## src/bench/prog.hex

```
// one 32-bit instruction word per line in hex
// line n holds word index n at byte address 4*n
00100093
00200113
00300193
00400213
00500293
00600313
0200006F
00800413
00900493
00A00513
00B00593
00C00613
00D00693
00E00713
00F00793
01000813
020000EF
01100893
01200913
01300993
01400A13
01500A93
01600B13
01700B93
01800C13
01900C93
01A00D13
F95FF06F
01C00E13
01D00E93
01E00F13
01F00F93

```

## src/rtl/if_pkg.sv

```systemverilog
package if_pkg;

  // address and instruction width
  localparam int XLEN = 32;

  // first fetch address out of reset
  localparam logic [XLEN-1:0] RESET_PC = 32'h0000_0000;

  // rom geometry in words
  localparam int ROM_DEPTH = 32;
  localparam int ROM_AW = $clog2(ROM_DEPTH);

  // cycles from ar acceptance to r valid
  localparam int ROM_LAT = 2;
  localparam int LAT_W = $clog2(ROM_LAT + 1);
  // last count value before the response goes out
  localparam logic [LAT_W-1:0] LAT_LAST = LAT_W'(ROM_LAT - 1);

  // addi x0,x0,0 used as bubble
  localparam logic [XLEN-1:0] NOP_INST = 32'h0000_0013;
  localparam logic [6:0] OPC_JAL = 7'b110_1111;

  // axi response codes
  localparam logic [1:0] RESP_OKAY = 2'b00;
  localparam logic [1:0] RESP_SLVERR = 2'b10;

  // fetch controller states
  localparam logic [1:0] FC_IDLE = 2'd0;
  localparam logic [1:0] FC_BUSY = 2'd1;
  localparam logic [1:0] FC_SETTLE = 2'd2;

  // read master states
  localparam logic [1:0] MS_IDLE = 2'd0;
  localparam logic [1:0] MS_ADDR = 2'd1;
  localparam logic [1:0] MS_DATA = 2'd2;

  // rom slave states
  localparam logic [1:0] SL_IDLE = 2'd0;
  localparam logic [1:0] SL_WAIT = 2'd1;
  localparam logic [1:0] SL_RESP = 2'd2;

  // read address channel, master to slave
  typedef struct packed {
    logic valid;
    logic [XLEN-1:0] addr;
  } ar_chan_t;

  // read data channel, slave to master
  typedef struct packed {
    logic valid;
    logic [XLEN-1:0] data;
    logic [1:0] resp;
    logic last;
  } r_chan_t;

  // completed fetch as seen by control and datapath
  typedef struct packed {
    logic done;
    logic err;
    logic [XLEN-1:0] data;
  } fetch_rsp_t;

  // j-type field layout
  typedef struct packed {
    logic imm_20;
    logic [9:0] imm_10_1;
    logic imm_11;
    logic [7:0] imm_19_12;
    logic [4:0] rd;
    logic [6:0] opcode;
  } j_fields_t;

  // same word seen raw or as jal fields
  typedef union packed {
    logic [XLEN-1:0] raw;
    j_fields_t j;
  } inst_word_u;

endpackage

```

## src/rtl/axi_rd_master.sv

```systemverilog
`timescale 1ns/1ps

module axi_rd_master (
  input  logic clk,
  input  logic rst_n,
  input  logic fetch_go_i,
  input  logic [if_pkg::XLEN-1:0] addr_i,
  output if_pkg::ar_chan_t ar_o,
  input  logic ar_ready_i,
  input  if_pkg::r_chan_t r_i,
  output logic r_ready_o,
  output if_pkg::fetch_rsp_t rsp_o
);

  logic [1:0] state_q;
  logic [if_pkg::XLEN-1:0] addr_q;
  logic [if_pkg::XLEN-1:0] data_q;
  logic err_q;
  logic done_q;
  logic r_fire;

  // single beat only
  assign r_fire = r_i.valid && r_ready_o;

  // address stays put until the slave takes it
  assign ar_o.valid = (state_q == if_pkg::MS_ADDR);
  assign ar_o.addr = addr_q;

  // always ready while waiting, no back-pressure on r
  assign r_ready_o = (state_q == if_pkg::MS_DATA);

  always_ff @(posedge clk or negedge rst_n) begin
    if (!rst_n) begin
      state_q <= if_pkg::MS_IDLE;
      done_q <= 1'b0;
    end else begin
      // done is a one-cycle pulse
      done_q <= 1'b0;
      case (state_q)
        if_pkg::MS_IDLE: begin
          if (fetch_go_i) begin
            state_q <= if_pkg::MS_ADDR;
          end
        end
        if_pkg::MS_ADDR: begin
          if (ar_ready_i) begin
            state_q <= if_pkg::MS_DATA;
          end
        end
        if_pkg::MS_DATA: begin
          if (r_fire) begin
            done_q <= 1'b1;
            state_q <= if_pkg::MS_IDLE;
          end
        end
        default: begin
          state_q <= if_pkg::MS_IDLE;
        end
      endcase
    end
  end

  // payload registers
  always_ff @(posedge clk) begin
    // capture fetch address at launch
    if (state_q == if_pkg::MS_IDLE && fetch_go_i) begin
      addr_q <= addr_i;
    end
    // capture beat and flag any non-okay response
    if (r_fire) begin
      data_q <= r_i.data;
      err_q <= (r_i.resp != if_pkg::RESP_OKAY);
    end
  end

  assign rsp_o.done = done_q;
  assign rsp_o.err = err_q;
  assign rsp_o.data = data_q;

endmodule

```

## src/rtl/fetch_ctrl.sv

```systemverilog
`timescale 1ns/1ps

module fetch_ctrl (
  input  logic clk,
  input  logic rst_n,
  input  logic hold_i,
  input  logic redirect_i,
  input  if_pkg::fetch_rsp_t rsp_i,
  output logic fetch_go_o,
  output logic accept_o
);

  logic [1:0] state_q;
  // set when the word in flight belongs to a stale pc
  logic discard_q;
  logic rsp_ok;

  // good word for the current pc
  // a redirect in the same cycle as done also kills it
  assign rsp_ok = rsp_i.done && !rsp_i.err && !discard_q && !redirect_i;

  // accept only while a fetch is outstanding
  assign accept_o = (state_q == if_pkg::FC_BUSY) && rsp_ok;

  // launch from idle only
  // hold blocks new fetches
  // redirect delays by one cycle so the master sees the new pc
  assign fetch_go_o = (state_q == if_pkg::FC_IDLE) && !hold_i && !redirect_i;

  always_ff @(posedge clk or negedge rst_n) begin
    if (!rst_n) begin
      // quiet cycle out of reset before the first fetch
      state_q <= if_pkg::FC_SETTLE;
      discard_q <= 1'b0;
    end else begin
      case (state_q)
        if_pkg::FC_IDLE: begin
          if (fetch_go_o) begin
            state_q <= if_pkg::FC_BUSY;
          end
        end
        if_pkg::FC_BUSY: begin
          if (rsp_i.done) begin
            // fetch over, flag no longer needed
            discard_q <= 1'b0;
            // accepted word lets the next fetch go right away
            // dropped or errored word takes one settle cycle
            if (rsp_ok) begin
              state_q <= if_pkg::FC_IDLE;
            end else begin
              state_q <= if_pkg::FC_SETTLE;
            end
          end else if (redirect_i) begin
            // returning word is from the old path
            discard_q <= 1'b1;
          end
        end
        if_pkg::FC_SETTLE: begin
          // pc unchanged on error so the retry hits the same address
          state_q <= if_pkg::FC_IDLE;
        end
        default: begin
          state_q <= if_pkg::FC_SETTLE;
          discard_q <= 1'b0;
        end
      endcase
    end
  end

endmodule

```

## src/rtl/if_stage.sv

```systemverilog
`timescale 1ns/1ps

module if_stage (
  input  logic clk,
  input  logic rst_n,
  input  logic hold_i,
  input  logic redirect_i,
  input  logic [if_pkg::XLEN-1:0] redirect_pc_i,
  output logic [if_pkg::XLEN-1:0] inst_o,
  output logic [if_pkg::XLEN-1:0] pc_o,
  output logic inst_valid_o
);

  // control strobes
  logic fetch_go;
  logic accept;

  // fetch address from the pc register
  logic [if_pkg::XLEN-1:0] fetch_pc;

  // completed fetch back from the master
  if_pkg::fetch_rsp_t fetch_rsp;

  // axi read channels between master and rom
  if_pkg::ar_chan_t ar_chan;
  if_pkg::r_chan_t r_chan;
  logic ar_ready;
  logic r_ready;

  fetch_ctrl u_fetch_ctrl (
    .clk        (clk),
    .rst_n      (rst_n),
    .hold_i     (hold_i),
    .redirect_i (redirect_i),
    .rsp_i      (fetch_rsp),
    .fetch_go_o (fetch_go),
    .accept_o   (accept)
  );

  pc_gen u_pc_gen (
    .clk           (clk),
    .rst_n         (rst_n),
    .accept_i      (accept),
    .rsp_i         (fetch_rsp),
    .redirect_i    (redirect_i),
    .redirect_pc_i (redirect_pc_i),
    .pc_o          (fetch_pc)
  );

  axi_rd_master u_axi_rd_master (
    .clk        (clk),
    .rst_n      (rst_n),
    .fetch_go_i (fetch_go),
    .addr_i     (fetch_pc),
    .ar_o       (ar_chan),
    .ar_ready_i (ar_ready),
    .r_i        (r_chan),
    .r_ready_o  (r_ready),
    .rsp_o      (fetch_rsp)
  );

  inst_rom_slave u_inst_rom_slave (
    .clk        (clk),
    .rst_n      (rst_n),
    .ar_i       (ar_chan),
    .ar_ready_o (ar_ready),
    .r_o        (r_chan),
    .r_ready_i  (r_ready)
  );

  inst_select u_inst_select (
    .clk          (clk),
    .rst_n        (rst_n),
    .accept_i     (accept),
    .rsp_i        (fetch_rsp),
    .pc_i         (fetch_pc),
    .inst_o       (inst_o),
    .pc_o         (pc_o),
    .inst_valid_o (inst_valid_o)
  );

endmodule

```

## src/rtl/inst_rom_slave.sv

```systemverilog
`timescale 1ns/1ps

module inst_rom_slave (
  input  logic clk,
  input  logic rst_n,
  input  if_pkg::ar_chan_t ar_i,
  output logic ar_ready_o,
  output if_pkg::r_chan_t r_o,
  input  logic r_ready_i
);

  logic [if_pkg::XLEN-1:0] rom [if_pkg::ROM_DEPTH];
  logic [1:0] state_q;
  logic [if_pkg::LAT_W-1:0] lat_cnt_q;
  logic [if_pkg::XLEN-1:0] data_q;
  logic [1:0] resp_q;
  logic [if_pkg::XLEN-3:0] word_idx;
  logic oob;
  logic ar_fire;

  // program image
  initial begin
    $readmemh("/design/src/bench/prog.hex", rom);
  end

  assign ar_fire = ar_i.valid && ar_ready_o;

  // byte address to word index
  assign word_idx = ar_i.addr[if_pkg::XLEN-1:2];
  assign oob = (word_idx >= (if_pkg::XLEN-2)'(if_pkg::ROM_DEPTH));

  // one request at a time, ready only in idle
  assign ar_ready_o = (state_q == if_pkg::SL_IDLE);

  always_ff @(posedge clk or negedge rst_n) begin
    if (!rst_n) begin
      state_q <= if_pkg::SL_IDLE;
      lat_cnt_q <= '0;
    end else begin
      case (state_q)
        if_pkg::SL_IDLE: begin
          if (ar_fire) begin
            lat_cnt_q <= '0;
            state_q <= if_pkg::SL_WAIT;
          end
        end
        if_pkg::SL_WAIT: begin
          // count out the fixed access latency
          lat_cnt_q <= lat_cnt_q + 1'b1;
          if (lat_cnt_q == if_pkg::LAT_LAST) begin
            state_q <= if_pkg::SL_RESP;
          end
        end
        if_pkg::SL_RESP: begin
          // response held until the master takes it
          if (r_ready_i) begin
            state_q <= if_pkg::SL_IDLE;
          end
        end
        default: begin
          state_q <= if_pkg::SL_IDLE;
        end
      endcase
    end
  end

  // read at acceptance, held through the wait
  always_ff @(posedge clk) begin
    if (ar_fire) begin
      if (oob) begin
        data_q <= '0;
        resp_q <= if_pkg::RESP_SLVERR;
      end else begin
        data_q <= rom[ar_i.addr[if_pkg::ROM_AW+1:2]];
        resp_q <= if_pkg::RESP_OKAY;
      end
    end
  end

  assign r_o.valid = (state_q == if_pkg::SL_RESP);
  assign r_o.data = data_q;
  assign r_o.resp = resp_q;
  // single beat bursts only
  assign r_o.last = 1'b1;

endmodule

```

## src/rtl/inst_select.sv

```systemverilog
`timescale 1ns/1ps

module inst_select (
  input  logic clk,
  input  logic rst_n,
  input  logic accept_i,
  input  if_pkg::fetch_rsp_t rsp_i,
  input  logic [if_pkg::XLEN-1:0] pc_i,
  output logic [if_pkg::XLEN-1:0] inst_o,
  output logic [if_pkg::XLEN-1:0] pc_o,
  output logic inst_valid_o
);

  logic [if_pkg::XLEN-1:0] inst_q;
  logic [if_pkg::XLEN-1:0] pc_q;
  logic valid_q;

  // valid lasts exactly one cycle per accept
  always_ff @(posedge clk or negedge rst_n) begin
    if (!rst_n) begin
      valid_q <= 1'b0;
      pc_q <= if_pkg::RESET_PC;
    end else begin
      valid_q <= accept_i;
      // pc of the accepted word, kept between accepts
      if (accept_i) begin
        pc_q <= pc_i;
      end
    end
  end

  // instruction word itself
  always_ff @(posedge clk) begin
    if (accept_i) begin
      inst_q <= rsp_i.data;
    end
  end

  // bubble whenever nothing new is presented
  assign inst_o = valid_q ? inst_q : if_pkg::NOP_INST;
  assign pc_o = pc_q;
  assign inst_valid_o = valid_q;

endmodule

```

## src/rtl/pc_gen.sv

```systemverilog
`timescale 1ns/1ps

module pc_gen (
  input  logic clk,
  input  logic rst_n,
  input  logic accept_i,
  input  if_pkg::fetch_rsp_t rsp_i,
  input  logic redirect_i,
  input  logic [if_pkg::XLEN-1:0] redirect_pc_i,
  output logic [if_pkg::XLEN-1:0] pc_o
);

  logic [if_pkg::XLEN-1:0] pc_q;
  logic [if_pkg::XLEN-1:0] jal_imm;
  logic [if_pkg::XLEN-1:0] pc_step;
  if_pkg::inst_word_u fetched;

  // returned word decoded as j-type
  assign fetched.raw = rsp_i.data;

  // sign-extended jal offset, bit 0 always zero
  assign jal_imm = {{11{fetched.j.imm_20}}, fetched.j.imm_20, fetched.j.imm_19_12,
                    fetched.j.imm_11, fetched.j.imm_10_1, 1'b0};

  // static prediction
  // jal is taken, everything else falls through
  assign pc_step = (fetched.j.opcode == if_pkg::OPC_JAL) ? jal_imm : 32'd4;

  always_ff @(posedge clk or negedge rst_n) begin
    if (!rst_n) begin
      pc_q <= if_pkg::RESET_PC;
    end else if (redirect_i) begin
      // late resolved branch overrides prediction
      pc_q <= redirect_pc_i;
    end else if (accept_i) begin
      pc_q <= pc_q + pc_step;
    end
  end

  // current pc doubles as fetch address
  assign pc_o = pc_q;

endmodule
```

## config.mk

```make
export PLATFORM = sky130hd
export DESIGN_NAME = if_stage
export DESIGN_NICKNAME = d
export VERILOG_FILES = /design/src/rtl/if_pkg.sv /design/src/rtl/axi_rd_master.sv /design/src/rtl/fetch_ctrl.sv /design/src/rtl/if_stage.sv /design/src/rtl/inst_rom_slave.sv /design/src/rtl/inst_select.sv /design/src/rtl/pc_gen.sv
export SDC_FILE = /design/constraint.sdc
export NUM_CORES = 1
export LEC_CHECK = 0
export BUFFER_PORTS_ARGS = -buffer_cell sky130_fd_sc_hd__buf_2
export CAP_MARGIN = 30
export CELL_PAD_IN_SITES_DETAIL_PLACEMENT = 0
export CELL_PAD_IN_SITES_GLOBAL_PLACEMENT = 1
export CORE_MARGIN = 2
export CORE_UTILIZATION = 37
export CTS_CLUSTER_DIAMETER = 150
export DETAILED_ROUTE_END_ITERATION = 10
export PLACE_DENSITY = 0.77
export SETUP_SLACK_MARGIN = 0.5
export SYNTH_ARGS = -nofsm -noshare
export SYNTH_HDL_FRONTEND = slang
export SYNTH_SLANG_ARGS = --single-unit
```

## constraint.sdc

```tcl
create_clock -name clk -period 3.5 [get_ports clk]
set_clock_uncertainty 0.2 [all_clocks]
set_input_delay 0.175 -clock clk [delete_from_list [all_inputs] [get_ports clk]]
set_output_delay 0.175 -clock clk [all_outputs]
set_load 0.05 [all_outputs]
```

* Yosys cells after proc, flatten, opt, wreduce, memory -nomap -nowiden
Cells that the tools add are included.
** Storage, ports and cells
- Output and inout bits :: 65
- Flip-flop bits (word level) :: 206
- Word-level logic and storage cells :: 84
- Bits of input ports :: 36
** Cells by class
- Equal/unequal tests :: 17
- Reductions and logical operators :: 25
- Order comparisons :: 1
- Multiplexer cells :: 23
- $add $sub $neg :: 2
- Bitwise logic cells :: 1
** Operator list (number)
- $mux 32 :: 4
- $add 32x32->32 :: 1
- $ge 30x6->1 const B :: 1
- $mux 2 :: 10
- $pmux 2 s3 :: 3
- $logic_and 1x1->1 :: 9
- $eq 2x1->1 const B :: 4
- $ne 2x1->1 const B :: 4
- $ne 2x2->1 const B :: 4
- $eq 7x7->1 const B :: 1
- $eq 2x2->1 const B :: 3
- $logic_not 2->1 :: 3
- $reduce_and 2->1 :: 3
- $reduce_and 3->1 :: 2
- $reduce_bool 2->1 :: 3
- $logic_not 1->1 :: 4
- $mux 1 :: 4
- $pmux 2 s2 :: 1
- $ne 3x2->1 const B :: 1
- $add 2x1->2 const B :: 1
- $pmux 1 s2 :: 1
- $reduce_or 2->1 :: 1
- $not 1->1 :: 1

* Longest topological paths before layout
Gate-level depths: netlist of the first run.
- Depth after elaboration :: 7
- Gate-level depth with buffers :: 7
- Gate-level depth less buffers :: 6

* Cells and area by module
From an unflattened synthesis of the first run, not the netlist that was laid out.
** Second synthesis, totals
- Cell total of the unflattened synthesis :: 671
- Area, all modules :: 8365.5 sq um
** Modules (own cells, without submodules)
- pc_gen :: seq. area each 800.8 sq um, cells each 378, area an instance 3036.7 sq um, times used 1
- inst_select :: seq. area each 1786.7 sq um, cells each 136, area an instance 2542.4 sq um, times used 1
- axi_rd_master :: seq. area each 2026.9 sq um, cells each 80, area an instance 2109.5 sq um, times used 1
- inst_rom_slave :: seq. area each 130.1 sq um, cells each 65, area an instance 533.0 sq um, times used 1
- fetch_ctrl :: seq. area each 76.3 sq um, cells each 12, area an instance 143.9 sq um, times used 1

* Least setup slack after synthesis of the first run
No wires, ideal clock.
- Path type :: flip-flop to flip-flop
- Start point :: register u_fetch_ctrl.state_q[0]
- End point :: register u_axi_rd_master.addr_q[10] (netlist name), enable pin
- Stages on the path, launching flop included :: 3
- Setup time :: 444 ps
- Buffers on the path :: 0
- Required time :: 2856 ps
- Clock period less this slack :: 3357 ps
- Arrival :: 2714 ps
- Slack :: 143 ps
- Path through :: dfrtp_1 > nor4_1 > nor3b_1
** Between the ends
- Cells in the longest elaborated chain, start to end :: 4
** RTL lines
- from (decl) :: line fetch_ctrl.sv:13 : logic [1:0] state_q;
- from (signal assigned) :: line fetch_ctrl.sv:33 : state_q <= if_pkg::FC_SETTLE;
- from (signal assigned) :: line fetch_ctrl.sv:39 : state_q <= if_pkg::FC_BUSY;
- from (signal assigned) :: line fetch_ctrl.sv:49 : state_q <= if_pkg::FC_IDLE;
- $logic_not 2->1 :: line fetch_ctrl.sv:28 : assign fetch_go_o = (state_q == if_pkg::FC_IDLE) && !hold_i && !redirect_i;
- $logic_and 1x1->1 (2 in series) :: line fetch_ctrl.sv:28
- $logic_and 1x1->1 :: line axi_rd_master.sv:66 : if (state_q == if_pkg::MS_IDLE && fetch_go_i) begin
- to (signal assigned) :: line axi_rd_master.sv:67 : addr_q <= addr_i;
- to (decl) :: line axi_rd_master.sv:16 : logic [if_pkg::XLEN-1:0] addr_q;
Every way passes these cells.
A chain may end at the register's enable or synchronous reset.

* Worst setup path after layout of the first run
- Start point :: register u_axi_rd_master.err_q
- End point :: register u_pc_gen.pc_q, in the netlist u_pc_gen.pc_o[17]
** Between the ends
- Cells in the longest elaborated chain, start to end :: 6
** RTL lines
- from (decl) :: line axi_rd_master.sv:18 : logic err_q;
- from (signal assigned) :: line axi_rd_master.sv:72 : err_q <= (r_i.resp != if_pkg::RESP_OKAY);
- $logic_not 1->1 :: line fetch_ctrl.sv:20 : assign rsp_ok = rsp_i.done && !rsp_i.err && !discard_q && !redirect_i;
- $logic_and 1x1->1 (3 in series) :: line fetch_ctrl.sv:20
- $logic_and 1x1->1 :: line fetch_ctrl.sv:23 : assign accept_o = (state_q == if_pkg::FC_BUSY) && rsp_ok;
- $reduce_bool 2->1 (no line)
- to (signal assigned) :: line pc_gen.sv:31 : pc_q <= if_pkg::RESET_PC;
- to (signal assigned) :: line pc_gen.sv:34 : pc_q <= redirect_pc_i;
- to (signal assigned) :: line pc_gen.sv:36 : pc_q <= pc_q + pc_step;
- to (decl) :: line pc_gen.sv:13 : logic [if_pkg::XLEN-1:0] pc_q;
Every way passes these cells.

==> impl_metrics.yaml, run 1 <==
cts:
  cts_inserted_buffers: 9
  clock_sinks: 102
  cts_resized: 0
  clk_pin_slew_ns: 0.07
  cts_tree: "yes"
  h-tree-depth: 3
  cts_buffer_depth: 2
  cts_root_buf: "clkbuf_16"
  post_cts_buffers: 0
  ctsHoldBuffers: 34
  clk_latency_ns: 0.34
setup_path:
  crit_path_end_kind: "flop"
  crit_required_ns: 3.50
  start_kind: "flop"
  crit_fanout: 44
  cp.arrival_ns: 2.72
  crit_type: "reg -> reg"
global_route:
  grt_max_degree: 76
  antenna_found_initial: 0
  grtUsageTotal_pct: 17.3
  grt_pass1_wl_mm: 18.0
  grt_pass1_vias: 3530
  grt.overflow.total: 0
logic_synthesis:
  ys_warn_count: 0
  postSynthAreaPerCell_sq_um: 10.0
  synthArstFlopShare_pct: 73.5
  ys_ff_latch: 102
  syn_area_sq_um: 4630
  yosysSeqAreaShare_pct: 58.1
  synth_edf_count: 27
  synth_flop_cell: "dfrtp_1"
  synth.distinct_cells: 48
  synthCells: 463
power:
  ir_drop_uv: 249
  cellLeakagePower_nw: 2.63
  p_per_area_nw_per_um2: 482
cells_and_area:
  fin_nets: 603
  mostFrequentLayoutCells: "nand2_1 (125), dfrtp_1 (74), buf_2 (70), dlygate4sd3_1 (34), conb_1 (29)"
  final_core_util_pct: 47.1
  antenna_cells: 0
  drive_gt1_share_pct: 17.7
  final_common_cell: "nand2_1"
  synthToLayoutAreaGrowth_pct: 23.3
placement:
  hpwlAfterDp_mm: 7.25
  gp_congestion: 0.777
  port_buffers: 71
die:
  placementRows: 40
  die-area_sq_um: 13400
  core_region_area_sq_um: 12100
  fp.dieW_microns: 116
  initial_core_util_pct: 38.2
  die_h_microns: 116
  pin_count: 101
timing:
  totalNegativeSetupSlack_ns: 0
  finalHoldViolCount: 0
  tightest_slew_ns: 0.731
  period_needed_ns: 2.71
  fmax_mhz: 369
  period_share_pct: 77.5
  relSlewSlack_pct: 51.0
  rsz0062_at_grt: "false"
  slew_violations: 0
  setup_viol: 0
run_status:
  status: "complete, no violations"
route:
  viasPerCell: 5.02
  first_iter_violations: 247
  drt_pre_antenna_iters: 4
  via_count: 3707
  routed_wl_mm: 11.0
  wl_per_cell_microns: 14.9
  detail-route-antenna-nets: 0
  drc: 0
worst_hold_path:
  hold_class: "in -> reg"
job:
  drv_cap: 0
[power breakdown]
group / internal [mW] / switching (mW)
sequential: 1.33 / 0.102
clock: 0.550 / 0.440
combinational: 0.123 / 0.201
[path summary, 6_finish.rpt]
check                                                 from                 endpoint  slack, ns  cells after the start
worst max-delay path                 u_axi_rd_master.err_q        u_pc_gen.pc_o[17]       0.79                      7
worst min-delay path                            redirect_i  u_fetch_ctrl.state_q[1]       0.09                      4
worst max register to register       u_axi_rd_master.err_q        u_pc_gen.pc_o[17]       0.79                      7
worst min register to register  u_inst_rom_slave.resp_q[1]    u_axi_rd_master.err_q       0.23                      0
max in group asynchronous                            rst_n  u_fetch_ctrl.state_q[1]       2.34                      3
min in group asynchronous                            rst_n   u_inst_select.pc_o[30]       0.13                      2
[logic make-up (layout without fill, tap and decap cells)]
family / after synthesis / after routing / synth area share [%]
AND/OR/NAND/NOR: 218 / 218 / 21.8
flip-flops: 102 / 102 / 58.1
AO/OA/AOI/OAI: 74 / 74 / 10.7
buffers and inverters: 60 / 139 / 7.46
multiplexers: 5 / 5 / 1.14
adder cells (fa/ha/maj): 2 / 2 / 0.540
other: 1 / 29 / 0.0810
XOR/XNOR: 1 / 1 / 0.189
[registers in the layout, summed over array words and instances (netlist names), 2 cells and up]
register and cells:
u_pc_gen.pc_o 32, u_fetch_ctrl.state_q 2, u_axi_rd_master.state_q 2, u_inst_rom_slave.state_q 2, u_axi_rd_master.addr_q 25, u_inst_rom_slave.lat_cnt_q 2
u_inst_select.pc_o 32
[stage by stage]
step | hold WS (ns) | instance area (sq um) | std cells | worst slack (ns) | power, mW
global placement | 0.192 | 5040 | 686 | 0.819 | 1.73
detailed placement | 0.202 | 5050 | 687 | 0.786 | 1.75
CTS | 0.0715 | 5680 | 737 | 0.778 | 2.77
finish | 0.0929 | 5710 | 738 | 0.789 | 2.75
floorplan | -0.321 | 4740 | 491 | 1.02 | 1.67
global route | 0.123 | 5710 | 738 | 0.608 | 2.88
[Yosys cell counts, types with 3 or more instances]
| cell type | instances | area, sq um |
|---|---|---|
| mux2i_1 | 3 | 30.0 |
| edfxtp_1 | 27 | 811 |
| nor3_1 | 5 | 25.0 |
| nor4_1 | 8 | 50.1 |
| buf_4 | 31 | 233 |
| o211ai_1 | 5 | 37.5 |
| o21ai_0 | 27 | 135 |
| nand3_1 | 19 | 95.1 |
| nand2_1 | 125 | 469 |
| a31oi_1 | 4 | 25.0 |
| clkbuf_1 | 12 | 45.0 |
| o311ai_0 | 9 | 78.8 |
| or3_1 | 3 | 18.8 |
| nor3b_1 | 5 | 37.5 |
| a21oi_1 | 8 | 40.0 |
| buf_1 | 4 | 15.0 |
| nand4_1 | 13 | 81.3 |
| dfrtp_1 | 74 | 1850 |
| and2_1 | 3 | 18.8 |
| nor2_1 | 15 | 56.3 |
| nor2b_1 | 5 | 31.3 |
| a22oi_1 | 3 | 22.5 |
| and3_1 | 6 | 37.5 |
| a221o_1 | 8 | 80.1 |
| inv_1 | 9 | 33.8 |
| nand2b_1 | 3 | 18.8 |
[cell type report]
class | count | area (sq um)
Clock buffer | 9 | 225
Clock inverter | 7 | 63.8
Fill cell | 1217 | 6400
Inverter | 10 | 37.5
Multi-Input combinational cell | 329 | 1710
Sequential cell | 102 | 2690
Tap cell | 168 | 210
Timing Repair Buffer | 113 | 778
[per-layer routing]
layer  global-route usage (%)  part of all wire [%]  vias up  wire (microns)
li1                         -                     -     1773               -
met1                     25.0                    46     1791            5100
met2                     26.2                    46      123            5060
met3                     2.93                   5.9       20             648
met4                     6.27                   1.9        0             211
met5                        0                     0        -               0
[worst max-delay path: stages, from the launching register on]
cell and delay (ns):
edfxtp_1 0.37, or3_4 0.39, or2_2 0.50, clkinv_1 0.11, buf_4 0.43, nand2_1 0.21, o211ai_1 0.21, o311ai_0 0.14
(Power assumes the default switching activity.)
==> inputs of run 2 (changes only) <==
--- a/config.mk
+++ b/config.mk
@@ -5,6 +5,7 @@
 export SDC_FILE = /design/constraint.sdc
 export NUM_CORES = 1
 export LEC_CHECK = 0
+export ABC_AREA = 1
 export BUFFER_PORTS_ARGS = -buffer_cell sky130_fd_sc_hd__buf_2
 export CAP_MARGIN = 30
 export CELL_PAD_IN_SITES_DETAIL_PLACEMENT = 0
@@ -13,7 +14,7 @@
 export CORE_UTILIZATION = 37
 export CTS_CLUSTER_DIAMETER = 150
 export DETAILED_ROUTE_END_ITERATION = 10
-export PLACE_DENSITY = 0.77
+export PLACE_DENSITY = 0.78
 export SETUP_SLACK_MARGIN = 0.5
 export SYNTH_ARGS = -nofsm -noshare
 export SYNTH_HDL_FRONTEND = slang
==> constraint.sdc (replaced) <==
create_clock -name clk -period 2.4 [get_ports clk]
set_clock_uncertainty 0.2 [all_clocks]
set_input_delay 0.12 -clock clk [delete_from_list [all_inputs] [get_ports clk]]
set_output_delay 0.12 -clock clk [all_outputs]
set_load 0.05 [all_outputs]
==> impl_metrics.yaml, run 2 <==
global_route:
  grt_max_degree: 58
  grt.overflow.total: 0
  grt_pass1_vias: 4068
  grt_pass1_wl_mm: 20.3
  grtUsageTotal_pct: 18.0
  antenna_found_initial: 0
logic_synthesis:
  synth_compound_area_share_pct: 6.98
  synth_mux_area_share_pct: 0
  synthTopCellsByArea: "dfrtp_1 (36%), edfxtp_1 (16%), nand2_1 (13%)"
  synth_common_cells: "nand2_1 (173), dfrtp_1 (74), nand3_1 (65), inv_1 (63), nor2_1 (44)"
  synth.most_common_cell: "nand2_1"
  synthSimpleGateAreaFrac_pct: 27.4
  netlist.area_leader.share_pct: 36.4
  synthCells: 607
  ys_ff_latch: 102
  ys_warn_count: 0
  synth_edf_count: 27
  syn_area_sq_um: 5090
  synthArstFlopShare_pct: 73.5
  synthAdderAreaFrac_pct: 0.491
  yosysSeqAreaShare_pct: 52.8
  synth_flop_cell: "dfrtp_1"
  yosys.area.top_type: "dfrtp_1"
  postSynthAreaPerCell_sq_um: 8.39
  synthXorXnorAreaFrac_pct: 0.688
  synth_top_family_by_area: "simple AND/OR/NAND/NOR gates"
  synth.distinct_cells: 35
setup_path:
  worst_path_max_delay_cell: "dfrtp_1"
  cp_slowest_stage_delay_ns: 0.37
  crit_required_ns: 2.43
  crit_type: "reg -> reg"
  reg2reg_depth: 8
  start_kind: "flop"
  path_buf_inv: 0
  crit_path_end_kind: "flop"
  path_cells: "ha_1 -> nand2_1 -> nor2_1 -> nand2_2 -> nor2_4 -> nand2_1 -> nand3_1 -> nand3_1"
  cp.arrival_ns: 1.76
  path_delay_family: "simple AND/OR/NAND/NOR gates"
  cp_num_cells: 8
  crit_fanout: 3
cts:
  clock_sinks: 102
  post_cts_buffers: 0
  h-tree-depth: 3
  cts_root_buf: "clkbuf_16"
  cts_inserted_buffers: 9
  clk_latency_ns: 0.35
  cts_tree: "yes"
  cts_buffer_depth: 2
  clk_pin_slew_ns: 0.07
placement:
  placed_cell_area_sq_um: 5520
  port_buffers: 71
  gp_congestion: 0.841
  hpwlAfterDp_mm: 8.57
cells_and_area:
  finalInstanceArea_sq_um: 6210
  n_fill_cell: 1326
  mostFrequentLayoutCells: "nand2_1 (172), dfrtp_1 (74), buf_2 (70), nand3_1 (65), inv_1 (63)"
  fin_nets: 747
  final_common_cell: "nand2_1"
  synthToLayoutAreaGrowth_pct: 21.9
  final-seq-area_sq_um: 2690
  drive_gt1_share_pct: 18.1
  antenna_cells: 0
  multi_input_area_sq_um: 1940
  final_core_util_pct: 46.5
timing:
  totalNegativeSetupSlack_ns: 0
  holdWs_ns: 0.0137
  period_share_pct: 72.1
  fmax_mhz: 578
  setup_viol: 0
  period_needed_ns: 1.73
  rsz0062_at_grt: "false"
  slew_violations: 0
  finalHoldViolCount: 0
power:
  power_frac_clock_pct: 37.3
  p_switching_mw: 1.18
  total_power_mw: 4.26
  power_frac_comb_pct: 14.1
  switching_share_pct: 27.6
  p_per_area_nw_per_um2: 686
  power.share.sequential_pct: 48.6
  p_int_mw: 3.08
  cellLeakagePower_nw: 2.94
  ir_drop_uv: 294
run_status:
  status: "complete, no violations"
die:
  placementRows: 42
  die-area_sq_um: 14700
  fp.dieW_microns: 121
  die_h_microns: 121
  initial_core_util_pct: 38.2
  pin_count: 101
  core_region_area_sq_um: 13300
worst_hold_path:
  holdPathStages: 4
  hold_class: "in -> reg"
route:
  drt_pre_antenna_iters: 4
  viasPerCell: 4.61
  drc: 0
  via_count: 4106
  detail-route-antenna-nets: 0
  wl_per_cell_microns: 13.7
  routed_wl_mm: 12.2
  first_iter_violations: 199
job:
  drv_cap: 0
[run 2: worst min-delay path: cells and delay by family]
family	cells	cell delay (ns)
AND/OR/NAND/NOR	2	0.18
buffers and inverters	2	0.22
[run 2: power groups by stage]
stage | Sequential, mW | Combinational [mW] | Clock, mW
finish | 2.07 | 0.600 | 1.59
global route | 2.10 | 0.688 | 1.70
CTS | 2.07 | 0.607 | 1.63
detailed placement | 2.11 | 0.562 | 0
global placement | 2.10 | 0.546 | 0
floorplan | 2.07 | 0.454 | 0
[run 2: final cells by class]
type,instances,area share [%]
clock inverters,6,1.37
multi-input cells,415,31.2
inverters,68,4.15
clock buffers,10,3.85
repair buffers,113,12.5
flip-flops and latches,102,43.3
well taps,176,3.55
[run 2: through the flow]
step | cells | worst slack (ns)
after floorplan | 635 | 0.735
after global placement | 840 | 0.567
after detailed placement | 840 | 0.519
after CTS | 890 | 0.516
after global routing | 890 | 0.483
final | 890 | 0.670
[run 2: per-layer routing]
layer  GRT usage, %  part of all wire, %
met1           25.3                   47
met2           27.7                   45
met3           3.38                  6.5
met4           6.61                  1.6
met5              0                    0
[run 2: timing repair]
| action | 4_1_cts | 5_1_grt |
|---|---|---|
| pin swaps | 0 | 0 |
| hold buffers | 34 | 0 |
| endpoints found under the setup margin | 1 | 11 |
| resized for setup | 1 | 7 |
| hold endpoints to repair | 108 | 0 |
[run 2: cells by family after synthesis]
kind of cell	after synthesis
XOR/XNOR	4
AND/OR/NAND/NOR	315
other	1
buffers and inverters	118
AO/OA/AOI/OAI	65
adder cells (fa/ha/maj)	2
flip-flops	102
[run 2: worst paths after layout]
path / from / endpoint / slack (ns)
max: u_pc_gen.pc_o[3] / u_pc_gen.pc_o[16] / 0.67
min: redirect_i / u_pc_gen.pc_o[2] / 0.01
max reg2reg: u_pc_gen.pc_o[3] / u_pc_gen.pc_o[16] / 0.67
min reg2reg: u_inst_rom_slave.resp_q[1] / u_axi_rd_master.err_q / 0.26
max in group asynchronous: rst_n / u_fetch_ctrl.state_q[1] / 1.28
min in group asynchronous: rst_n / u_pc_gen.pc_o[19] / 0.07
==> inputs of run 3 (changes only) <==
--- a/config.mk
+++ b/config.mk
@@ -5,16 +5,16 @@
 export SDC_FILE = /design/constraint.sdc
 export NUM_CORES = 1
 export LEC_CHECK = 0
-export ABC_AREA = 1
+export ABC_AREA = 0
 export BUFFER_PORTS_ARGS = -buffer_cell sky130_fd_sc_hd__buf_2
 export CAP_MARGIN = 30
 export CELL_PAD_IN_SITES_DETAIL_PLACEMENT = 0
 export CELL_PAD_IN_SITES_GLOBAL_PLACEMENT = 1
 export CORE_MARGIN = 2
-export CORE_UTILIZATION = 37
+export CORE_UTILIZATION = 41
 export CTS_CLUSTER_DIAMETER = 150
 export DETAILED_ROUTE_END_ITERATION = 10
-export PLACE_DENSITY = 0.78
+export PLACE_DENSITY = 0.81
 export SETUP_SLACK_MARGIN = 0.5
 export SYNTH_ARGS = -nofsm -noshare
 export SYNTH_HDL_FRONTEND = slang
==> constraint.sdc (replaced) <==
create_clock -name clk -period 1.75 [get_ports clk]
set_clock_uncertainty 0.2 [all_clocks]
set_input_delay 0.0875 -clock clk [delete_from_list [all_inputs] [get_ports clk]]
set_output_delay 0.0875 -clock clk [all_outputs]
set_load 0.05 [all_outputs]
==> impl_metrics.yaml, run 3 (synthesis results as in run 1) <==
cells_and_area:
  n_fill_cell: 774
  final_common_cell: "buf_4"
  antenna_cells: 0
  mostFrequentLayoutCells: "buf_4 (88), nand2_1 (78), dfrtp_1 (71), buf_2 (36), dlygate4sd3_1 (33)"
  synthToLayoutAreaGrowth_pct: 61.7
  drive_gt1_share_pct: 45.4
  finalInstanceArea_sq_um: 7490
  fin_nets: 705
worst_hold_path:
  hold_class: "in -> reg"
  min-delay-start: "hold_i"
  holdPathStages: 5
power:
  p_int_mw: 4.37
  cellLeakagePower_nw: 3.49
  power.share.sequential_pct: 46.9
  p_switching_mw: 1.66
  switching_share_pct: 27.5
  power_frac_clock_pct: 35.0
  total_power_mw: 6.03
  ir_drop_uv: 653
  p_per_area_nw_per_um2: 805
  power_frac_comb_pct: 18.1
die:
  core_region_area_sq_um: 10900
  die-area_sq_um: 12200
  die_h_microns: 110
  placementRows: 38
  pin_count: 101
  fp.dieW_microns: 110
  initial_core_util_pct: 42.3
cts:
  cts_buffer_depth: 2
  ctsHoldBuffers: 33
  clock_sinks: 102
  cts_tree: "yes"
  cts_inserted_buffers: 9
  h-tree-depth: 3
  clk_pin_slew_ns: 0.07
  clk_latency_ns: 0.35
  cts_root_buf: "clkbuf_16"
global_route:
  grt.overflow.total: 0
  antenna_found_initial: 0
  grtUsageTotal_pct: 23.0
  grt_pass1_vias: 4185
  grt_pass1_wl_mm: 21.1
  grt_max_degree: 39
route:
  via_count: 4277
  drt_pre_antenna_iters: 5
  wl_per_cell_microns: 17.1
  detail-route-antenna-nets: 0
  viasPerCell: 5.27
  first_iter_violations: 251
  routed_wl_mm: 13.9
  drc: 0
setup_path:
  critPathLaunch: "u_axi_rd_master.err_q"
  crit_path_end_kind: "flop"
  crit_required_ns: 1.77
  start_kind: "flop"
  reg2reg_depth: 6
  crit_type: "reg -> reg"
  reg2reg_slack_ns: -0.46
  crit_fanout: 4
  cp.arrival_ns: 2.23
  reg2reg_from: "u_axi_rd_master.err_q"
timing:
  totalNegativeSetupSlack_ns: -22.00
  setup_viol: 63
  rsz0062_at_grt: "true"
  tightest_slew_ns: 0.531
  finalHoldViolCount: 1
  period_share_pct: 126
  period_needed_ns: 2.21
  setup_ws_ns: -0.461
  fmax_mhz: 452
  slew_violations: 0
  relSlewSlack_pct: 64.6
  holdWs_ns: -0.0200
run_status:
  violations: "hold timing, setup timing"
  status: "complete, but fails checks"
placement:
  port_buffers: 71
  placed_cell_area_sq_um: 5750
  gp_congestion: 0.828
  hpwlAfterDp_mm: 8.35
job:
  drv_cap: 0
## run 3: stage by stage
stage / instances / utilization (%) / setup WS (ns)
floorplan: 491 / - / -0.374
global placement: 736 / 52.6 / -0.469
detailed placement: 736 / 52.6 / -0.531
CTS: 808 / 65.0 / -0.463
global route: 812 / 68.5 / -0.506
finish: 812 / 68.5 / -0.461
## run 3: cell type report
cell class	instances	area [sq um]	share of cell area, %
repair buffers	214	1980	26.4
well taps	140	175	2.34
clock inverters	4	52.6	0.702
inverters	10	48.8	0.652
multi-input cells	330	2270	30.3
flip-flops and latches	102	2690	36.0
clock buffers	12	268	3.58
## run 3: repair_timing
| item | 4_1_cts | 5_1_grt |
|---|---|---|
| pin swaps | 27 | 68 |
| hold endpoints to repair | 108 | 1 |
| gates cloned | 6 | 2 |
| gates resized for setup | 134 | 106 |
| buffers inserted | 17 | 2 |
| setup endpoints to repair | 111 | 118 |
## run 3: critical path, cell delays in order (launching register included)
cell and delay, ns:
edfxtp_1 0.37, or3_4 0.38, or2_4 0.26, or4_4 0.53, buf_4 0.16, nand3_1 0.09
o211ai_1 0.10
## run 3: power by group through the flow
stage	Sequential, mW	Combinational, mW	Clock, mW
3_3_place_gp	2.84	0.867	0
6_report	2.83	1.09	2.11
3_5_place_dp	2.85	0.894	0
2_1_floorplan	2.88	0.517	0
5_1_grt	2.85	1.18	2.21
4_1_cts	2.81	1.03	2.13
## run 3: final timing paths
path	endpoint
worst max-delay path	u_pc_gen.pc_o[20]
worst min-delay path	u_axi_rd_master.state_q[0]
worst max register to register	u_pc_gen.pc_o[20]
worst min register to register	u_axi_rd_master.err_q
max in group asynchronous	u_pc_gen.pc_o[14]
min in group asynchronous	u_pc_gen.pc_o[28]
## run 3: per-layer routing
layer	routed length (microns)	GRT usage [%]	vias to the layer above
met5	0	0	-
met1	5750	29.8	2125
met4	303	7.86	0
met2	7180	39.6	128
li1	-	-	1994
met3	645	3.17	30
